## src/zports_pkg.sv

```systemverilog
// Shared port addresses, register indices, reset values and bus types, imported by the port RTL
`default_nettype none

package zports_pkg;

	// low address byte of the internal ports
	localparam logic [7:0] PORT_FE     = 8'hFE;
	localparam logic [7:0] PORT_XT     = 8'hAF;   // #nnAF, high byte picks the register
	localparam logic [7:0] PORT_FD     = 8'hFD;   // #7FFD paging and #FFFD ay
	localparam logic [7:0] PORT_KJOY   = 8'h1F;
	localparam logic [7:0] PORT_KMOUSE = 8'hDF;
	localparam logic [7:0] PORT_SDCFG  = 8'h77;
	localparam logic [7:0] PORT_SDDAT  = 8'h57;

	// extended register indices in the high address byte
	localparam logic [7:0] XT_XSTAT   = 8'h00;
	localparam logic [7:0] XT_RAMPAGE = 8'h10;    // covers #10..#13
	localparam logic [7:0] XT_FMADDR  = 8'h15;
	localparam logic [7:0] XT_SYSCONF = 8'h20;
	localparam logic [7:0] XT_MEMCONF = 8'h21;
	localparam logic [7:0] XT_IM2VECT = 8'h25;
	localparam logic [7:0] XT_FDDVIRT = 8'h29;
	localparam logic [7:0] XT_INTMASK = 8'h2A;

	// im2 vector source codes
	localparam logic [2:0] INT_FRM = 3'b000;
	localparam logic [2:0] INT_LIN = 3'b001;
	localparam logic [2:0] INT_DMA = 3'b010;

	// register values after rst
	localparam logic [7:0]  SYSCONF_RST  = 8'h01;          // turbo 7 MHz
	localparam logic [7:0]  MEMCONF_RST  = 8'h04;
	localparam logic [7:0]  INTMASK_RST  = 8'h01;          // frame int only
	localparam logic [2:0]  IM2V_FRM_RST = 3'b111;
	localparam logic [31:0] RAMPAGE_RST  = 32'h0002_0500;  // pages 0..3 = 00 05 02 00

	// one i/o access as seen on clk
	typedef struct packed {
		logic [15:0] a;
		logic [7:0]  din;
		logic        iowr_s;   // one-cycle write strobe
		logic        iord_s;   // one-cycle read strobe
	} io_cycle_t;

	// decoded port flags, at most one set
	typedef struct packed {
		logic fe;
		logic xt;
		logic p7ffd;
		logic ay;
		logic kjoy;
		logic kmouse;
		logic sdcfg;
		logic sddat;
	} port_sel_t;

	typedef struct packed {
		logic [2:0] frm;
		logic [2:0] lin;
		logic [2:0] dma;
	} im2_vect_t;

	// #7FFD layout of the data byte
	typedef struct packed {
		logic [1:0] page_hi;
		logic       lock48;
		logic       rom;
		logic       rsvd;
		logic [2:0] page_lo;
	} p7ffd_byte_t;

	// IM2VECT layout of the data byte
	typedef struct packed {
		logic       rsvd_hi;
		logic [2:0] source;
		logic [2:0] vector;
		logic       rsvd_lo;
	} im2_byte_t;

	// same write byte, three readings
	typedef union packed {
		logic [7:0]  raw;
		p7ffd_byte_t p7ffd;
		im2_byte_t   im2;
	} zdata_u;

endpackage

`default_nettype wire

```

## src/port_decode.sv

```systemverilog
// Low address byte decoder, gives the port-select flags, port hit and external-port flag
`default_nettype none
`timescale 1ns/1ps

module port_decode import zports_pkg::*; (
	input  io_cycle_t bus,
	input  logic      dos,
	output port_sel_t sel,
	output logic      porthit,
	output logic      external_port
);

	logic [7:0] loa;
	logic       fd_hit;

	assign loa    = bus.a[7:0];
	assign fd_hit = (loa == PORT_FD);

	always_comb
	begin
		sel = '0;

		sel.fe     = (loa == PORT_FE);
		sel.xt     = (loa == PORT_XT);
		sel.kmouse = (loa == PORT_KMOUSE);

		// #FD is split by a15
		sel.p7ffd = fd_hit && !bus.a[15];
		sel.ay    = fd_hit &&  bus.a[15];

		// hidden while in dos
		sel.kjoy  = (loa == PORT_KJOY)  && !dos;
		sel.sdcfg = (loa == PORT_SDCFG) && !dos;
		sel.sddat = (loa == PORT_SDDAT) && !dos;
	end

	assign porthit       = |sel;
	assign external_port = sel.ay;   // ay sits on the zx bus

endmodule

`default_nettype wire

```

## src/xt_regs.sv

```systemverilog
// Extended #nnAF configuration registers, #7FFD paging with lock modes and the power-up flag
`default_nettype none
`timescale 1ns/1ps

module xt_regs import zports_pkg::*; (
	input  logic        clk,
	input  logic        rst,
	input  io_cycle_t   bus,
	input  port_sel_t   sel,
	input  logic        iord_s,
	output logic [31:0] xt_page,
	output logic [7:0]  sysconf,
	output logic [7:0]  memconf,
	output logic [7:0]  intmask,
	output logic [3:0]  fddvirt,
	output logic [4:0]  fmaddr,
	output im2_vect_t   im2v,
	output logic        pwr_up
);

	logic [7:0]      hoa;
	zdata_u          d;
	logic            xt_wr;
	logic            p7ffd_wr;
	logic            lock48;
	logic            mode1;
	logic            mode3;
	logic [2:0]      page3_hi;
	logic [3:0][7:0] rampage;
	logic            pwr_up_r = 1'b1;   // only configuration sets it

	assign hoa = bus.a[15:8];
	assign d   = zdata_u'(bus.din);

	assign xt_wr    = sel.xt && bus.iowr_s;
	assign p7ffd_wr = sel.p7ffd && bus.iowr_s && !lock48;   // frozen once 48k locked

	// lock mode in memconf[7:6], mode 2 runs as unlocked here
	assign mode1 = (memconf[7:6] == 2'b01);
	assign mode3 = (memconf[7:6] == 2'b11);

	// upper page bits of a #7FFD write
	always_comb
	begin
		if (mode3)
			page3_hi = {d.p7ffd.lock48, d.p7ffd.page_hi};   // 1M via bit 5
		else if (mode1)
			page3_hi = 3'b000;                              // 128k only
		else
			page3_hi = {1'b0, d.p7ffd.page_hi};
	end

	always_ff @(posedge clk)
	begin
		if (rst)
		begin
			rampage <= RAMPAGE_RST;
			sysconf <= SYSCONF_RST;
			memconf <= MEMCONF_RST;
			intmask <= INTMASK_RST;
			fddvirt <= '0;
			fmaddr  <= '0;
			im2v    <= '{frm: IM2V_FRM_RST, lin: 3'b000, dma: 3'b000};
			lock48  <= 1'b0;
		end
		else if (p7ffd_wr)
		begin
			memconf[0] <= d.p7ffd.rom;
			rampage[3] <= {2'b00, page3_hi, d.p7ffd.page_lo};
			if (!mode3)
				lock48 <= d.p7ffd.lock48;
		end
		else if (xt_wr)
		begin
			if (hoa[7:2] == XT_RAMPAGE[7:2])
				rampage[hoa[1:0]] <= d.raw;
			if (hoa == XT_FMADDR)
				fmaddr <= d.raw[4:0];
			if (hoa == XT_SYSCONF)
				sysconf <= d.raw;
			if (hoa == XT_MEMCONF)
				memconf <= d.raw;
			if (hoa == XT_FDDVIRT)
				fddvirt <= d.raw[3:0];
			if (hoa == XT_INTMASK)
				intmask <= d.raw;
			if (hoa == XT_IM2VECT)
			begin
				// source field names the vector, others left alone
				if (d.im2.source == INT_FRM)
					im2v.frm <= d.im2.vector;
				if (d.im2.source == INT_LIN)
					im2v.lin <= d.im2.vector;
				if (d.im2.source == INT_DMA)
					im2v.dma <= d.im2.vector;
			end
		end
	end

	// cleared by the first status read
	always_ff @(posedge clk)
	begin
		if (iord_s && sel.xt && (hoa == XT_XSTAT))
			pwr_up_r <= 1'b0;
	end

	assign pwr_up  = pwr_up_r;
	assign xt_page = rampage;   // page 3 in the top byte

endmodule

`default_nettype wire

```

## src/sd_port.sv

```systemverilog
// SD card port pair, chip-select register on SDCFG and SPI start/data on SDDAT
`default_nettype none
`timescale 1ns/1ps

module sd_port import zports_pkg::*; (
	input  logic       clk,
	input  logic       rst,
	input  io_cycle_t  bus,
	input  port_sel_t  sel,
	output logic       sdcs_n,
	output logic       sd_start,
	output logic [7:0] sd_datain
);

	logic sdcfg_wr;
	logic sddat_wr;
	logic sddat_rd;

	// sel already masks these in dos
	assign sdcfg_wr = sel.sdcfg && bus.iowr_s;
	assign sddat_wr = sel.sddat && bus.iowr_s;
	assign sddat_rd = sel.sddat && bus.iord_s;

	always_ff @(posedge clk)
	begin
		if (rst)
			sdcs_n <= 1'b1;            // card deselected
		else if (sdcfg_wr)
			sdcs_n <= bus.din[1];
	end

	assign sd_start  = sddat_wr || sddat_rd;             // one spi byte per access
	assign sd_datain = sddat_wr ? bus.din : 8'hFF;       // reads shift out ones

endmodule

`default_nettype wire

```

## src/port_readback.sv

```systemverilog
// Read-back multiplexer, picks the byte returned to the Z80 on an internal port read
`default_nettype none
`timescale 1ns/1ps

module port_readback import zports_pkg::*; (
	input  io_cycle_t   bus,
	input  port_sel_t   sel,
	input  logic [4:0]  keys_in,
	input  logic        tape_read,
	input  logic [7:0]  mus_in,
	input  logic [4:0]  kj_in,
	input  logic [7:0]  sd_dataout,
	input  logic [31:0] xt_page,
	input  logic        pwr_up,
	output logic [7:0]  dout
);

	logic [7:0] hoa;
	logic [7:0] xt_dout;

	assign hoa = bus.a[15:8];

	// #nnAF readable registers
	always_comb
	begin
		case (hoa)
			XT_XSTAT:
				xt_dout = {1'b0, pwr_up, 6'b000000};
			XT_RAMPAGE + 8'd2:
				xt_dout = xt_page[23:16];
			XT_RAMPAGE + 8'd3:
				xt_dout = xt_page[31:24];
			default:
				xt_dout = 8'hFF;
		endcase
	end

	always_comb
	begin
		dout = 8'hFF;   // unknown or write-only ports
		if (sel.fe)
			dout = {1'b1, tape_read, 1'b0, keys_in};
		else if (sel.kjoy)
			dout = {3'b000, kj_in};   // kempston
		else if (sel.kmouse)
			dout = mus_in;
		else if (sel.sdcfg)
			dout = 8'h00;             // card present, not write protected
		else if (sel.sddat)
			dout = sd_dataout;
		else if (sel.xt)
			dout = xt_dout;
	end

endmodule

`default_nettype wire

```

## src/zports.sv

```systemverilog
// Top of the Z80 I/O port block, ties decoder, register bank, SD port and read-back together
`default_nettype none
`timescale 1ns/1ps

module zports import zports_pkg::*; (
	input  logic        clk,
	input  logic        rst,
	input  io_cycle_t   bus,
	input  logic        iord,          // level, whole read cycle
	input  logic        dos,
	input  logic [4:0]  keys_in,
	input  logic        tape_read,
	input  logic [7:0]  mus_in,
	input  logic [4:0]  kj_in,
	input  logic [7:0]  sd_dataout,
	output logic [31:0] xt_page,
	output logic [7:0]  sysconf,
	output logic [7:0]  memconf,
	output logic [7:0]  intmask,
	output logic [3:0]  fddvirt,
	output logic [4:0]  fmaddr,
	output im2_vect_t   im2v,
	output logic        pwr_up,
	output logic        sdcs_n,
	output logic        sd_start,
	output logic [7:0]  sd_datain,
	output logic [7:0]  dout,
	output logic        dataout,
	output logic        porthit,
	output logic        external_port
);

	port_sel_t sel;

	port_decode i_port_decode (
		.bus           (bus),
		.dos           (dos),
		.sel           (sel),
		.porthit       (porthit),
		.external_port (external_port)
	);

	xt_regs i_xt_regs (
		.clk     (clk),
		.rst     (rst),
		.bus     (bus),
		.sel     (sel),
		.iord_s  (bus.iord_s),
		.xt_page (xt_page),
		.sysconf (sysconf),
		.memconf (memconf),
		.intmask (intmask),
		.fddvirt (fddvirt),
		.fmaddr  (fmaddr),
		.im2v    (im2v),
		.pwr_up  (pwr_up)
	);

	sd_port i_sd_port (
		.clk       (clk),
		.rst       (rst),
		.bus       (bus),
		.sel       (sel),
		.sdcs_n    (sdcs_n),
		.sd_start  (sd_start),
		.sd_datain (sd_datain)
	);

	port_readback i_port_readback (
		.bus        (bus),
		.sel        (sel),
		.keys_in    (keys_in),
		.tape_read  (tape_read),
		.mus_in     (mus_in),
		.kj_in      (kj_in),
		.sd_dataout (sd_dataout),
		.xt_page    (xt_page),
		.pwr_up     (pwr_up),
		.dout       (dout)
	);

	// drive the data bus only for internal ports, ay answers on its own
	assign dataout = porthit && iord && !external_port;

endmodule

`default_nettype wire

```

## config.mk

```make
export PLATFORM = sky130hd
export DESIGN_NAME = zports
export DESIGN_NICKNAME = d
export VERILOG_FILES = /design/src/zports_pkg.sv /design/src/port_decode.sv /design/src/xt_regs.sv /design/src/sd_port.sv /design/src/port_readback.sv /design/src/zports.sv
export SDC_FILE = /design/constraint.sdc
export NUM_CORES = 1
export LEC_CHECK = 0
export BUFFER_PORTS_ARGS = -buffer_cell sky130_fd_sc_hd__buf_2
export CAP_MARGIN = 25
export CORE_MARGIN = 1.5
export CORE_UTILIZATION = 40
export DETAILED_ROUTE_END_ITERATION = 10
export PLACE_DENSITY = 0.69
export REMOVE_ABC_BUFFERS = 1
export SYNTH_ARGS = -nofsm -noshare
export SYNTH_HDL_FRONTEND = slang
export SYNTH_SLANG_ARGS = --single-unit
```

## constraint.sdc

```tcl
create_clock -name clk -period 4.4 [get_ports clk]
set_input_delay 0.44 -clock clk [delete_from_list [all_inputs] [get_ports clk]]
set_output_delay 0.44 -clock clk [all_outputs]
set_load 0.01 [all_outputs]
```

==> impl_metrics.tcl <==
set metrics [dict create \
    outcome "complete, but fails checks" \
    violations "design-rule violations" \
    final_cell_mix "151 x buf_2, 82 x nor2_1, 76 x mux2i_1, 76 x dfxtp_1, 24 x a21oi_1" \
    skew_ps 5.91 \
    nets 613 \
    r2r_cells 5 \
    period_share 0.656 \
    clk_latency_ps 340 \
    ctsResizeCount 0 \
    initial_core_util 0.418 \
    grt_max_degree 52 \
    die_h_um 98.9 \
    layout-drive-gt1-share 0.317 \
    core_mm2 0.00881 \
    grt_pass1_wl_mm 17.7 \
    clock_sinks 76 \
    grt_pass1_vias 3475 \
    cts_hold_buf 0 \
    crit_start "bus[14]" \
    routed_wl_mm 11.1 \
    fmaxAchievable_ghz 0.347 \
    dr.pass1.iters 8 \
    vdd_drop_max_mv 0.284 \
    gr-total-overflow 0 \
    ys_types 44 \
    antenna_found_initial 3 \
    synthFlopType "dfxtp_1" \
    final_common_cell "buf_2" \
    hold_ws_ps 449 \
    syn_to_final_growth_pct 27.8 \
    ys_warn_count 0 \
    tns_ps 0 \
    avgSynthCellArea_um2 8.76 \
    cts_max_path_buffers 2 \
    portBuffers 151 \
    ant_nets 0 \
    clkTransAtPathRegs_ps 80 \
    synth_edf_count 0 \
    drt_iter0_markers 145 \
    crit_fanout 8 \
    total_power_mw 1.40 \
    start_kind "input pin" \
    dp_hpwl_mm 8.29 \
    gp_congestion 1.00 \
    ys_seq_area_frac 0.413 \
    cts_max_level 3 \
    tritoncts.num_buffers 9 \
    cts_tree "done" \
    hold_viol 0 \
    end_kind "output pin" \
    hp-class "input pin to flip-flop" \
    async_flop_share 0 \
    r2r_start "i_xt_regs.lock48" \
    powerDensity_mw_per_mm2 298 \
    rsz0062_at_grt "no" \
    synth-seq-cells 76 \
    hold_start "bus[9]" \
    grt_use_total 0.228 \
    post_cts_buffers 0 \
    root_buffer "clkbuf_8" \
    relSlewSlack 0.396 \
    tightest_slew_ps 905 \
    hold_depth 3 \
    maxCapViolations 0 \
    syn_inst 420 \
    io_pins 153 \
    crit_type "input pin to output pin" \
    drc_errors 14 \
    leakagePower_nw 2.41 \
    dieArea_mm2 0.00979 \
    fillCellCount 850 \
    arrival_ps 2450 \
    crit_required_ps 3960 \
    syn_area_mm2 0.00368 \
    viasPerCell 5.34 \
    rows 34 \
    drv_slew 0 \
    fp.dieW_um 98.9 \
    vias 3580 \
    finalSetupViolations 0 \
    wl_per_cell_um 16.5 \
    final.min_clock_period_ps 2890 \
]
final timing paths:
kind,end,slack (ps)
worst max-delay path,dout[7],1510
worst min-delay path,i_xt_regs.xt_page[28],450
worst max register to register,i_xt_regs.xt_page[27],2900
worst min register to register,i_xt_regs.fmaddr[4],460
layout make-up:
class	count	area [um^2]	area share
multi-input cells	311	2020	0.430
flip-flops and latches	76	1520	0.323
repair buffers	153	768	0.163
clock buffers	12	165	0.0351
well taps	108	135	0.0287
clock inverters	4	70.1	0.0149
inverters	5	18.8	0.00399
diodes	2	5.00	0.00106
critical path: stages:
cell      delay, ps
buf_2           120
or3b_1          480
or3_1           480
o21bai_1        320
o21bai_1        230
a32o_1          230
buf_2           140
report_power, final:
group	switching, mW	total, mW	internal [mW]
clock	0.254	0.618	0.364
sequential	0.0000432	0.687	0.687
combinational	0.0627	0.0971	0.0344
total	0.317	1.40	1.09
cells in the mapped netlist (all sizes together), types with 2 or more instances:
library cell	number	area [um^2]
nor4b	2	17.5
o21bai	2	15.0
o22ai	5	31.3
buf	5	32.5
mux2i	76	761
nor2	82	308
inv	5	18.8
a21o	5	37.5
a211o	4	35.0
dfxtp	76	1520
a21oi	24	120
nor3b	4	30.0
or4b	3	30.0
nand3	9	45.0
and3	5	31.3
o2111ai	2	17.5
clkbuf	23	86.3
nand4	5	31.3
o21ai	16	80.1
nor3	7	62.6
and3b	2	17.5
or3	2	12.5
nand2b	15	93.8
nand2	17	63.8
or4	3	22.5
nor2b	2	12.5
or3b	2	17.5
nor4	7	43.8
per-layer routing:
layer | up-vias | global-route usage | routed length, um
met5 | - | 0 | 13
met3 | 15 | 0.0738 | 1010
met2 | 155 | 0.364 | 5100
li1 | 1750 | - | -
met1 | 1658 | 0.294 | 4810
met4 | 2 | 0.0670 | 134
through the flow:
stage | cell area [um^2] | instances | util | worst slack, ps
6_report | 4710 | 671 | 0.534 | 1510
5_1_grt | 4710 | 671 | 0.534 | 1380
4_1_cts | 4700 | 668 | 0.533 | 1420
3_5_place_dp | 4460 | 652 | 0.507 | 1420
3_3_place_gp | 4460 | 652 | 0.507 | 1530
2_1_floorplan | 3560 | 392 | - | 1930
sequential cells by signal, summed over array words and instances (netlist names):
name               flops
i_xt_regs.lock48       1
i_xt_regs.memconf      8
i_xt_regs.sysconf      8
i_xt_regs.fddvirt      4
i_xt_regs.fmaddr       5
i_xt_regs.im2v         9
i_xt_regs.xt_page     32
i_sd_port.sdcs_n       1
i_xt_regs.intmask      8
kinds of logic (layout without fill, tap and decap cells):
group / count (synthesis) / in the layout / share of synthesized area
DFF: 76 / 76 / 0.413
buffers and inverters: 33 / 174 / 0.0374
other: 1 / 3 / 0.00102
and+or+nand+nor: 171 / 171 / 0.237
muxes: 77 / 77 / 0.210
AOI/OAI and AO/OA: 62 / 62 / 0.102
(Power assumes the default switching activity.)
